[src/source/eeprom_pkg.sv]
package eeprom_pkg;

    // host side opcode
    typedef enum logic
    {
        OP_WRITE = 1'b0,
        OP_READ  = 1'b1
    } eeprom_op_e;

    // one queued host command, data ignored on reads
    typedef struct packed
    {
        eeprom_op_e  op;
        logic [10:0] addr;
        logic [7:0]  data;
    } eeprom_cmd_t;

    typedef struct packed
    {
        eeprom_op_e op;
        logic [7:0] rdata;  // zero for writes
        logic       nack;   // some slave ack bit came back high
    } eeprom_rsp_t;

    // bit engine operations
    typedef enum logic [1:0]
    {
        BOP_START = 2'd0,
        BOP_STOP  = 2'd1,
        BOP_WRITE = 2'd2,
        BOP_READ  = 2'd3
    } bit_op_e;

    typedef enum logic [3:0]
    {
        IDLE   = 4'd0,
        START  = 4'd1,
        CTRL_W = 4'd2,
        ADDR   = 4'd3,
        DATA_W = 4'd4,
        RSTART = 4'd5,
        CTRL_R = 4'd6,
        DATA_R = 4'd7,
        STOP   = 4'd8,
        RESP   = 4'd9
    } seq_state_e;

    // device type code, upper nibble of the control byte
    localparam logic [3:0] CTRL_PREFIX = 4'b1010;

endpackage

[src/source/cmd_queue.sv]
`timescale 1ns/1ps

module cmd_queue
#(
    parameter int CMD_DEPTH = 4
)
(
    input  logic                  CLK,
    input  logic                  RESET,
    input  logic                  cmd_valid,
    input  eeprom_pkg::eeprom_cmd_t cmd,
    input  logic                  q_pop,
    output logic                  q_valid,
    output eeprom_pkg::eeprom_cmd_t q_cmd,
    output logic                  cmd_credit
);

    localparam int PTR_W = $clog2(CMD_DEPTH);

    eeprom_pkg::eeprom_cmd_t mem [CMD_DEPTH];

    logic [PTR_W-1:0] wr_ptr;
    logic [PTR_W-1:0] rd_ptr;
    logic [PTR_W:0]   count;
    logic             pop_ok;

    assign q_valid = (count != '0);
    assign q_cmd   = mem[rd_ptr];   // oldest entry
    assign pop_ok  = q_pop && q_valid;

    // no full check, host credits keep us from overflowing
    always_ff @(posedge CLK)
    begin
        if (cmd_valid)
        begin
            mem[wr_ptr] <= cmd;
        end
    end

    always_ff @(posedge CLK)
    begin
        if (RESET)
        begin
            wr_ptr     <= '0;
            rd_ptr     <= '0;
            count      <= '0;
            cmd_credit <= 1'b0;
        end
        else
        begin
            cmd_credit <= pop_ok;  // one credit back per pop
            if (cmd_valid)
            begin
                wr_ptr <= wr_ptr + 1'b1;
            end
            if (pop_ok)
            begin
                rd_ptr <= rd_ptr + 1'b1;
            end
            count <= count + {{PTR_W{1'b0}}, cmd_valid} - {{PTR_W{1'b0}}, pop_ok};
        end
    end

endmodule

[src/source/i2c_bit_engine.sv]
`timescale 1ns/1ps

module i2c_bit_engine
#(
    parameter int CLK_DIV = 2
)
(
    input  logic                CLK,
    input  logic                RESET,
    input  logic                bop_valid,
    input  eeprom_pkg::bit_op_e bop,
    input  logic [7:0]          bop_wdata,
    input  logic                bop_ack_out,
    input  logic                sda_in,
    output logic                bop_done,
    output logic [7:0]          bop_rdata,
    output logic                bop_ack_in,
    output logic                scl_drive_low,
    output logic                sda_drive_low
);

    localparam int DIV_W = (CLK_DIV > 1) ? $clog2(CLK_DIV) : 1;

    logic                busy;
    logic                held;      // SCL parked low between operations
    logic [DIV_W-1:0]    div_cnt;
    logic [1:0]          quarter;
    logic [3:0]          bit_cnt;   // 0..7 data, 8 is the ack bit
    logic                tick;
    logic                last_q;
    logic                scl_next;
    logic                sda_next;

    eeprom_pkg::bit_op_e op_r;
    logic [7:0]          shreg;
    logic                ack_out_r;

    assign tick      = busy && (div_cnt == DIV_W'(CLK_DIV - 1));
    assign last_q    = (quarter == 2'd3) &&
                       ((op_r == eeprom_pkg::BOP_START) ||
                        (op_r == eeprom_pkg::BOP_STOP) ||
                        (bit_cnt == 4'd8));
    assign bop_rdata = shreg;

    // line levels for the current quarter, q0 and q3 have SCL low
    always_comb
    begin
        scl_next = held;
        sda_next = 1'b0;
        if (busy)
        begin
            case (op_r)
                eeprom_pkg::BOP_START:
                begin
                    scl_next = (quarter == 2'd0) || (quarter == 2'd3);
                    sda_next = quarter[1];          // SDA falls with SCL high
                end
                eeprom_pkg::BOP_STOP:
                begin
                    scl_next = (quarter == 2'd0);
                    sda_next = !quarter[1];         // SDA rises with SCL high
                end
                eeprom_pkg::BOP_WRITE:
                begin
                    scl_next = (quarter == 2'd0) || (quarter == 2'd3);
                    sda_next = (bit_cnt < 4'd8) && !shreg[7];
                end
                default:
                begin
                    scl_next = (quarter == 2'd0) || (quarter == 2'd3);
                    sda_next = (bit_cnt == 4'd8) && !ack_out_r;
                end
            endcase
        end
    end

    // operation payload
    always_ff @(posedge CLK)
    begin
        if (!busy && bop_valid)
        begin
            op_r      <= bop;
            shreg     <= bop_wdata;
            ack_out_r <= bop_ack_out;
        end
        else if (tick)
        begin
            if (op_r == eeprom_pkg::BOP_READ && quarter == 2'd2 && bit_cnt < 4'd8)
            begin
                shreg <= {shreg[6:0], sda_in};
            end
            else if (op_r == eeprom_pkg::BOP_WRITE && quarter == 2'd3)
            begin
                shreg <= {shreg[6:0], 1'b0};   // next bit to msb
            end
        end
    end

    always_ff @(posedge CLK)
    begin
        if (RESET)
        begin
            busy          <= 1'b0;
            held          <= 1'b0;
            div_cnt       <= '0;
            quarter       <= 2'd0;
            bit_cnt       <= 4'd0;
            bop_done      <= 1'b0;
            bop_ack_in    <= 1'b0;
            scl_drive_low <= 1'b0;
            sda_drive_low <= 1'b0;
        end
        else
        begin
            bop_done      <= 1'b0;
            scl_drive_low <= scl_next;
            sda_drive_low <= sda_next;
            if (!busy)
            begin
                if (bop_valid)
                begin
                    busy       <= 1'b1;
                    div_cnt    <= '0;
                    quarter    <= 2'd0;
                    bit_cnt    <= 4'd0;
                    bop_ack_in <= 1'b0;
                end
            end
            else if (tick)
            begin
                div_cnt <= '0;
                quarter <= quarter + 2'd1;
                // sample late in the high phase, bus lags state by a cycle
                if (op_r == eeprom_pkg::BOP_WRITE && quarter == 2'd2 && bit_cnt == 4'd8)
                begin
                    bop_ack_in <= sda_in;
                end
                if (quarter == 2'd3)
                begin
                    bit_cnt <= bit_cnt + 4'd1;
                end
                if (last_q)
                begin
                    busy     <= 1'b0;
                    bop_done <= 1'b1;
                    held     <= (op_r != eeprom_pkg::BOP_STOP);
                end
            end
            else
            begin
                div_cnt <= div_cnt + 1'b1;
            end
        end
    end

endmodule

[src/source/eeprom_sequencer.sv]
`timescale 1ns/1ps

module eeprom_sequencer
(
    input  logic                    CLK,
    input  logic                    RESET,
    input  logic                    q_valid,
    input  eeprom_pkg::eeprom_cmd_t q_cmd,
    output logic                    q_pop,
    input  logic                    rsp_credit,
    output logic                    rsp_valid,
    output eeprom_pkg::eeprom_rsp_t rsp,
    output logic                    bop_valid,
    output eeprom_pkg::bit_op_e     bop,
    output logic [7:0]              bop_wdata,
    output logic                    bop_ack_out,
    input  logic                    bop_done,
    input  logic [7:0]              bop_rdata,
    input  logic                    bop_ack_in
);

    eeprom_pkg::seq_state_e  state;
    eeprom_pkg::eeprom_cmd_t cmd_r;
    logic [7:0]              rdata_r;
    logic                    nack_r;
    logic                    issued;     // engine op in flight
    logic [7:0]              rsp_cnt;
    logic                    rsp_take;
    logic                    bus_state;
    logic [7:0]              ctrl_byte;

    assign q_pop     = (state == eeprom_pkg::IDLE) && q_valid;
    assign rsp_take  = (state == eeprom_pkg::RESP) && (rsp_cnt != 8'd0);
    assign bus_state = (state != eeprom_pkg::IDLE) && (state != eeprom_pkg::RESP);

    // 1010 a10 a9 a8 r/w
    assign ctrl_byte = {eeprom_pkg::CTRL_PREFIX, cmd_r.addr[10:8],
                        state == eeprom_pkg::CTRL_R};

    assign rsp.op    = cmd_r.op;
    assign rsp.rdata = rdata_r;
    assign rsp.nack  = nack_r;

    assign bop_ack_out = (state == eeprom_pkg::DATA_R);  // master NACKs the single read

    always_comb
    begin
        case (state)
            eeprom_pkg::START,
            eeprom_pkg::RSTART: bop = eeprom_pkg::BOP_START;
            eeprom_pkg::STOP:   bop = eeprom_pkg::BOP_STOP;
            eeprom_pkg::DATA_R: bop = eeprom_pkg::BOP_READ;
            default:            bop = eeprom_pkg::BOP_WRITE;
        endcase
    end

    always_comb
    begin
        case (state)
            eeprom_pkg::CTRL_W,
            eeprom_pkg::CTRL_R: bop_wdata = ctrl_byte;
            eeprom_pkg::ADDR:   bop_wdata = cmd_r.addr[7:0];
            eeprom_pkg::DATA_W: bop_wdata = cmd_r.data;
            default:            bop_wdata = 8'h00;
        endcase
    end

    always_ff @(posedge CLK)
    begin
        if (q_pop)
        begin
            cmd_r <= q_cmd;
        end
    end

    always_ff @(posedge CLK)
    begin
        if (RESET)
        begin
            state     <= eeprom_pkg::IDLE;
            issued    <= 1'b0;
            bop_valid <= 1'b0;
            rsp_valid <= 1'b0;
            rsp_cnt   <= 8'd0;
            nack_r    <= 1'b0;
            rdata_r   <= 8'h00;
        end
        else
        begin
            bop_valid <= 1'b0;
            rsp_valid <= 1'b0;
            rsp_cnt   <= rsp_cnt + {7'd0, rsp_credit} - {7'd0, rsp_take};
            if (bus_state && !issued)
            begin
                bop_valid <= 1'b1;
                issued    <= 1'b1;
            end
            else if (bus_state && bop_done)
            begin
                issued <= 1'b0;
                case (state)
                    eeprom_pkg::START:  state <= eeprom_pkg::CTRL_W;
                    eeprom_pkg::RSTART: state <= eeprom_pkg::CTRL_R;
                    eeprom_pkg::CTRL_W:
                    begin
                        nack_r <= bop_ack_in;
                        state  <= bop_ack_in ? eeprom_pkg::STOP : eeprom_pkg::ADDR;
                    end
                    eeprom_pkg::ADDR:
                    begin
                        nack_r <= bop_ack_in;
                        if (bop_ack_in)
                        begin
                            state <= eeprom_pkg::STOP;
                        end
                        else if (cmd_r.op == eeprom_pkg::OP_READ)
                        begin
                            state <= eeprom_pkg::RSTART;
                        end
                        else
                        begin
                            state <= eeprom_pkg::DATA_W;
                        end
                    end
                    eeprom_pkg::DATA_W:
                    begin
                        nack_r <= bop_ack_in;
                        state  <= eeprom_pkg::STOP;
                    end
                    eeprom_pkg::CTRL_R:
                    begin
                        nack_r <= bop_ack_in;
                        state  <= bop_ack_in ? eeprom_pkg::STOP : eeprom_pkg::DATA_R;
                    end
                    eeprom_pkg::DATA_R:
                    begin
                        rdata_r <= bop_rdata;
                        state   <= eeprom_pkg::STOP;
                    end
                    default: state <= eeprom_pkg::RESP;   // stop finished
                endcase
            end
            else if (state == eeprom_pkg::IDLE)
            begin
                if (q_valid)
                begin
                    nack_r  <= 1'b0;
                    rdata_r <= 8'h00;
                    state   <= eeprom_pkg::START;
                end
            end
            else if (rsp_take)
            begin
                rsp_valid <= 1'b1;   // otherwise hold here until host grants room
                state     <= eeprom_pkg::IDLE;
            end
        end
    end

endmodule

[src/source/eeprom_ctrl_top.sv]
`timescale 1ns/1ps

module eeprom_ctrl_top
#(
    parameter int CLK_DIV   = 2,
    parameter int CMD_DEPTH = 4
)
(
    input  logic                    CLK,
    input  logic                    RESET,
    input  logic                    cmd_valid,
    input  eeprom_pkg::eeprom_cmd_t cmd,
    output logic                    cmd_credit,
    input  logic                    rsp_credit,
    output logic                    rsp_valid,
    output eeprom_pkg::eeprom_rsp_t rsp,
    output logic                    scl_drive_low,
    output logic                    sda_drive_low,
    input  logic                    sda_in
);

    logic                    q_valid;
    logic                    q_pop;
    eeprom_pkg::eeprom_cmd_t q_cmd;

    logic                    bop_valid;
    eeprom_pkg::bit_op_e     bop;
    logic [7:0]              bop_wdata;
    logic                    bop_ack_out;
    logic                    bop_done;
    logic [7:0]              bop_rdata;
    logic                    bop_ack_in;

    cmd_queue #(.CMD_DEPTH(CMD_DEPTH)) u_queue
    (
        .CLK        (CLK),
        .RESET      (RESET),
        .cmd_valid  (cmd_valid),
        .cmd        (cmd),
        .q_pop      (q_pop),
        .q_valid    (q_valid),
        .q_cmd      (q_cmd),
        .cmd_credit (cmd_credit)
    );

    eeprom_sequencer u_seq
    (
        .CLK         (CLK),
        .RESET       (RESET),
        .q_valid     (q_valid),
        .q_cmd       (q_cmd),
        .q_pop       (q_pop),
        .rsp_credit  (rsp_credit),
        .rsp_valid   (rsp_valid),
        .rsp         (rsp),
        .bop_valid   (bop_valid),
        .bop         (bop),
        .bop_wdata   (bop_wdata),
        .bop_ack_out (bop_ack_out),
        .bop_done    (bop_done),
        .bop_rdata   (bop_rdata),
        .bop_ack_in  (bop_ack_in)
    );

    i2c_bit_engine #(.CLK_DIV(CLK_DIV)) u_engine
    (
        .CLK           (CLK),
        .RESET         (RESET),
        .bop_valid     (bop_valid),
        .bop           (bop),
        .bop_wdata     (bop_wdata),
        .bop_ack_out   (bop_ack_out),
        .sda_in        (sda_in),
        .bop_done      (bop_done),
        .bop_rdata     (bop_rdata),
        .bop_ack_in    (bop_ack_in),
        .scl_drive_low (scl_drive_low),
        .sda_drive_low (sda_drive_low)
    );

endmodule

[config.mk]
export PLATFORM = sky130hd
export DESIGN_NAME = eeprom_ctrl_top
export DESIGN_NICKNAME = d
export VERILOG_FILES = /design/src/source/eeprom_pkg.sv /design/src/source/cmd_queue.sv /design/src/source/i2c_bit_engine.sv /design/src/source/eeprom_sequencer.sv /design/src/source/eeprom_ctrl_top.sv
export SDC_FILE = /design/constraint.sdc
export NUM_CORES = 1
export LEC_CHECK = 0
export BUFFER_PORTS_ARGS = -buffer_cell sky130_fd_sc_hd__buf_2
export CAP_MARGIN = 40
export CELL_PAD_IN_SITES_DETAIL_PLACEMENT = 1
export CELL_PAD_IN_SITES_GLOBAL_PLACEMENT = 1
export CORE_MARGIN = 3
export CORE_UTILIZATION = 40
export DETAILED_ROUTE_END_ITERATION = 8
export PLACE_DENSITY = 0.73
export SLEW_MARGIN = 40
export SYNTH_ARGS = -nofsm -noshare
export SYNTH_HDL_FRONTEND = slang
export SYNTH_SLANG_ARGS = --single-unit
[constraint.sdc]
create_clock -name CLK -period 3.5 [get_ports CLK]
set_input_delay 0.175 -clock CLK [delete_from_list [all_inputs] [get_ports CLK]]
set_output_delay 0.175 -clock CLK [all_outputs]
set_load 0.1 [all_outputs]
Yosys cells after proc, flatten, opt, wreduce, memory -nomap -nowiden
Memories as Yosys holds them, arrays and structs flattened. A register that Yosys moved wholly into a read port is not among the register bits. Cells that the tools add are included.

Register bits: 56. Memory bits (writable): 80. Bits of input ports: 25. Output and inout bits: 14. Logic and storage cells: 162. Memories: 1.

Add/sub/neg operators: 9. Magnitude comparators: 1. Equality and inequality tests: 23. Muxes and demuxes: 50. Bitwise operators: 3. Reductions and logical operators: 52.

Memory list: u_queue.mem (words 4, bits a word 20, rd ports 1, clocked after Yosys merged registers in 1, write ports 1, RTL line cmd_queue.sv:20) `eeprom_pkg::eeprom_cmd_t mem [CMD_DEPTH];`.

Operators with widths (count): two-way mux 8 bit (8); two-way mux 4 bit (11); two-way mux 1 bit (24); case mux 4 bit (6 select lines) (1); case mux 8 bit (3 select lines) (1); == test 4 x 3 -> 1 bit, second input constant (4); logical AND 1 bit (16); == test 4 bit, second input constant (3); AND reduction 3 bit (4); nonzero test 2 bit (5); nonzero test 3 bit (3); adder 8 x 1 -> 8 bit (1); == test 2 bit, second input constant (4); == test 4 x 2 -> 1 bit, second input constant (2); != test 2 bit, second input constant (4); AND reduction 4 bit (2); nonzero test 8 bit (1); OR reduction 2 bit (4); OR reduction 4 bit (2); subtractor 8 x 1 -> 8 bit (1); adder 2 x 1 -> 2 bit, second input constant (3); two-way mux 2 bit (3); case mux 2 bit (3 select lines) (1); logical NOT 1 bit (5); other kinds (18) (25).

Longest topological paths before layout
Depth after elaboration: 7. Mapped depth: 12. Gate-level depth less buffers: 12.

Cells and area by module
A second synthesis with hierarchy kept.

Cell total of the unflattened synthesis: 490. Area total of the unflattened synthesis: 6749.0 µm².

Modules (own cells, without submodules): cmd_queue (times used 1, cells each 151, area each 3374.5 µm², sequential area each 2602.5 µm²); eeprom_sequencer (times used 1, cells each 224, area each 2252.2 µm², sequential area each 1081.0 µm²); i2c_bit_engine (times used 1, cells each 115, area each 1122.3 µm², sequential area each 590.6 µm²).

Worst setup path before layout
No wires, ideal clock.

Path kind: register -> register. From: reg u_seq.state[2]. To: reg u_queue.count[1]. Library setup time: 0.128 ns. Arrival time: 2.405 ns. Data required time: 3.372 ns. Path slack: 0.967 ns. Cell stages (with the launch flop): 10. Path buffers: 1. Clock period less this slack: 2.533 ns. Cells stage by stage: dfxtp_1 > buf_6 > nor4_2 > nand2b_1 > inv_1 > ha_1 > inv_1 > ha_1 > fa_1 > nor2b_1.

Word-level cells in the longest chain between the ends: 4.

Ends and longest elaborated chain: start, declared (RTL line eeprom_sequencer.sv:22) `eeprom_pkg::seq_state_e state;`; start signal, assigned (RTL line eeprom_sequencer.sv:80) `state <= eeprom_pkg::IDLE;`; start signal, assigned (RTL line eeprom_sequencer.sv:102) `eeprom_pkg::START: state <= eeprom_pkg::CTRL_W;`; start signal, assigned (RTL line eeprom_sequencer.sv:103) `eeprom_pkg::RSTART: state <= eeprom_pkg::CTRL_R;`; logical NOT 4 bit (RTL line eeprom_sequencer.sv:32) `assign q_pop = (state == eeprom_pkg::IDLE) && q_valid;`; logical AND 1 bit (RTL line eeprom_sequencer.sv:32); named net q_pop (RTL line eeprom_ctrl_top.sv:23) `logic q_pop;`; logical AND 1 bit (RTL line cmd_queue.sv:29) `assign pop_ok = q_pop && q_valid;`; subtractor 3 x 1 -> 3 bit (RTL line cmd_queue.sv:60) `count <= count + {{PTR_W{1'b0}}, cmd_valid} - {{PTR_W{1'b0}}, pop_ok};`; end signal, assigned (RTL line cmd_queue.sv:60); end, declared (RTL line cmd_queue.sv:24) `logic [PTR_W:0] count;`.

The timed path passes the listed nets, and every way through them passes these cells. A chain may end at the register's enable or synchronous reset.

Final worst setup path
From: reg u_seq.state[1]. To: reg u_seq.rsp_cnt[6].

Word-level cells in the longest chain between the ends: 3.

Ends and longest elaborated chain: == test 4 bit (RTL line eeprom_sequencer.sv:33) `assign rsp_take = (state == eeprom_pkg::RESP) && (rsp_cnt != 8'd0);`; logical AND 1 bit (RTL line eeprom_sequencer.sv:33); subtractor 8 x 1 -> 8 bit (RTL line eeprom_sequencer.sv:92) `rsp_cnt <= rsp_cnt + {7'd0, rsp_credit} - {7'd0, rsp_take};`; end signal, assigned (RTL line eeprom_sequencer.sv:92); end, declared (RTL line eeprom_sequencer.sv:27) `logic [7:0] rsp_cnt;`.

Every way passes these cells.

==> flow_metrics.py <==
metrics = {
    "setup_path": {
        "crit_start": "u_seq.state[1]",
        "critPathMaxFanout": 20,
        "worstPathRequired_ns": 3.87,
        "arrival_ns": 3.21,
        "critPathKind": "flip-flop to flip-flop",
        "r2r_start": "u_seq.state[1]",
        "crit_path_start_kind": "flip-flop",
        "r2r_setup_slack_ns": 0.66,
        "r2r_cells": 11,
        "end_kind": "flip-flop",
    },
    "timing": {
        "timing.fmax_mhz": 351.7,
        "tns_ns": 0,
        "tightest_slew_ns": 0.6230,
        "setup_viol": 0,
        "drv_slew": 0,
        "whs_ns": 0.1045,
        "finClkSkew_ns": 0.01069,
        "post-route-period-util_pct": 81.24,
        "slew_headroom_pct": 58.41,
        "hold_viol": 0,
        "min_period_ns": 2.843,
        "rsz0062_at_grt": "no",
    },
    "final_layout": {
        "final_util_pct": 48.16,
        "drive_above_1_share_pct": 19.41,
        "num-fill-cells": 1632,
        "stdcell_area_um2": 7679,
        "area_growth_pct": 17.25,
        "final_common_cell": "edfxtp_1",
        "final_cell_mix": "edfxtp_1, dfxtp_1, nor2_1",
        "nNetsFinal": 576,
        "num_antenna_cells": 0,
        "final-seq-area_um2": 4235,
        "multi_input_area_um2": 2108,
    },
    "grt": {
        "grt_pass1_vias": 4268,
        "grt_first_pass_wirelength_um": 22480,
        "grt_max_degree": 50,
        "grt_usage_pct": 16.26,
        "antenna_found_initial": 0,
        "overflow": 0,
    },
    "yosys": {
        "synth.area.top_cells": "edfxtp_1, dfxtp_1, mux4_2",
        "synth-warning-count": 0,
        "synth-async-reset-ratio_pct": 0,
        "syn_nets": 517,
        "synth_flop_cell": "edfxtp_1",
        "seq_area_frac_synth_pct": 64.65,
        "syn-cell-area_um2": 6549,
        "synth_edf_count": 111,
        "synth_top_area_cell": "edfxtp_1",
        "ys_types": 56,
        "ys_ff_latch": 156,
        "synth_area_per_cell_um2": 13.96,
        "netlist.area_leader.share_pct": 50.90,
        "syn_inst": 469,
    },
    "floorplan": {
        "die-area_um2": 17940,
        "core_um2": 15940,
        "initial_core_util_pct": 41.08,
        "pin_count": 39,
        "die_w_um": 134.0,
        "fp-row-count": 46,
        "die_h_um": 134.0,
    },
    "route": {
        "drt_pass1_iterations": 4,
        "dr.first_iter.drc_count": 209,
        "drc_errors": 0,
        "routed_wl_um": 13600,
        "final_antenna_net_count": 0,
        "vias": 3917,
        "viasPerCell": 5.174,
        "wl_per_cell_um": 17.96,
    },
    "pwr": {
        "leakage_uw": 0.002718,
        "p_clk_share_pct": 30.5,
        "swShare_pct": 30.83,
        "internal-power_uw": 3815,
        "power_density_nw_per_um2": 718.3,
        "combPwrFrac_pct": 24.2,
        "total_power_uw": 5516,
        "switchingPower_uw": 1700,
        "irDropWorstVdd_mv": 0.4488,
        "p_seq_share_pct": 45.3,
    },
    "hold_path": {
        "min_path_cells": 3,
        "holdCritPathClass": "input port to flip-flop",
        "min_from": "cmd_valid",
    },
    "clock_network": {
        "cts_buffers": 17,
        "ctsLongestPathBuffers": 2,
        "cts_max_level": 4,
        "post_cts_buffers": 0,
        "clock_latency_ns": 0.43,
        "cts_tree": "yes",
        "cts_sinks": 156,
        "path_clk_slew_ns": 0.07,
        "cts_resized": 0,
        "root_buffer": "clkbuf_16",
    },
    "placed_design": {
        "place.gp.congestion": 0.7770,
        "place_area_um2": 6938,
        "io_buffers": 38,
        "hpwl_um": 8836,
    },
    "job": {
        "drv_cap": 0,
    },
    "outcome": {
        "status": "complete, no violations",
    },
}
-- per-layer routing --
layer / wire (um) / track usage, %
met3: 455 / 4.539
met1: 5614 / 19.02
met2: 7426 / 29.51
met4: 100 / 4.114
met5: 0 / 0
-- registers in the layout (all words and copies together), names as in the netlist, 2 cells and up --
register / count
u_seq.rsp_cnt: 8
u_seq.state: 4
u_seq.cmd_r: 19
u_queue.count: 3
u_engine.bop_rdata: 8
u_queue.mem: 80
u_engine.quarter: 2
u_queue.rd_ptr: 2
u_queue.wr_ptr: 2
u_seq.rdata_r: 8
u_engine.bit_cnt: 4
u_engine.op_r: 2
-- what timing repair did --
item	4_1_cts	5_1_grt
hold endpoints to repair	80	0
setup endpoints to repair	0	0
hold buffers	20	0
-- cell usage after synthesis, types with 3 or more instances --
| master | count |
|---|---|
| a21oi_1 | 29 |
| a22o_1 | 6 |
| a22oi_1 | 4 |
| a2bb2oi_1 | 3 |
| a32oi_1 | 3 |
| and2_1 | 4 |
| buf_2 | 4 |
| buf_4 | 3 |
| clkbuf_1 | 12 |
| dfxtp_1 | 45 |
| edfxtp_1 | 111 |
| ha_1 | 21 |
| inv_1 | 25 |
| mux2i_1 | 4 |
| mux4_2 | 20 |
| nand2_1 | 24 |
| nand2b_1 | 9 |
| nand3b_1 | 4 |
| nor2_1 | 41 |
| nor2b_1 | 10 |
| nor3_1 | 7 |
| nor4_1 | 3 |
| o211ai_1 | 11 |
| o21ai_0 | 11 |
| xnor2_1 | 10 |
| xor2_1 | 4 |
-- worst max-delay path, cell delays in order, from the launching register on --
cell,delay [ns]
dfxtp_1,0.50
nand4bb_1,0.32
a41oi_1,0.32
nand2b_1,0.17
nand2_1,0.09
ha_1,0.18
fa_1,0.22
a21oi_1,0.08
o21ai_0,0.27
nand2_1,0.11
or4_1,0.41
nand4_1,0.10
-- path summary, 6_finish.rpt --
check,to
max reg2reg,u_seq.rsp_cnt[6]
min,u_queue.wr_ptr[0]
max,u_seq.rsp_cnt[6]
min reg2reg,u_engine.held
-- power by group through the flow --
stage | Clock (uW) | Sequential, uW | Combinational, uW
2_1_floorplan | 0 | 2490 | 1020
3_3_place_gp | 0 | 2530 | 1270
3_5_place_dp | 0 | 2540 | 1340
4_1_cts | 1720 | 2500 | 1360
5_1_grt | 1810 | 2530 | 1520
6_report | 1680 | 2500 | 1330
-- per-stage QoR --
stage	worst slack, ns	std cells
final	0.6567	757
after floorplan	0.9671	469
after global routing	0.3641	757
after detailed placement	0.6770	705
after global placement	0.8123	705
after CTS	0.6567	757
-- area by class of cell --
cell class                 instances  area share (%)
tap                              216           3.520
clock inverter                    14           1.450
clock buffer                      18           5.589
inverter                          25           1.222
timing repair buffer              63           5.605
multi-input combinational        265           27.46
sequential                       156           55.16
-- kinds of logic after synthesis --
family	share of synthesized area, %
AOI/OAI and AO/OA	8.846
xor gates and xnor gates	1.872
adders and majority gates	4.624
buffers and inverters	3.229
DFF	64.65
muxes	7.489
and+or+nand+nor	9.285
Power figures use the tool's default switching activity.
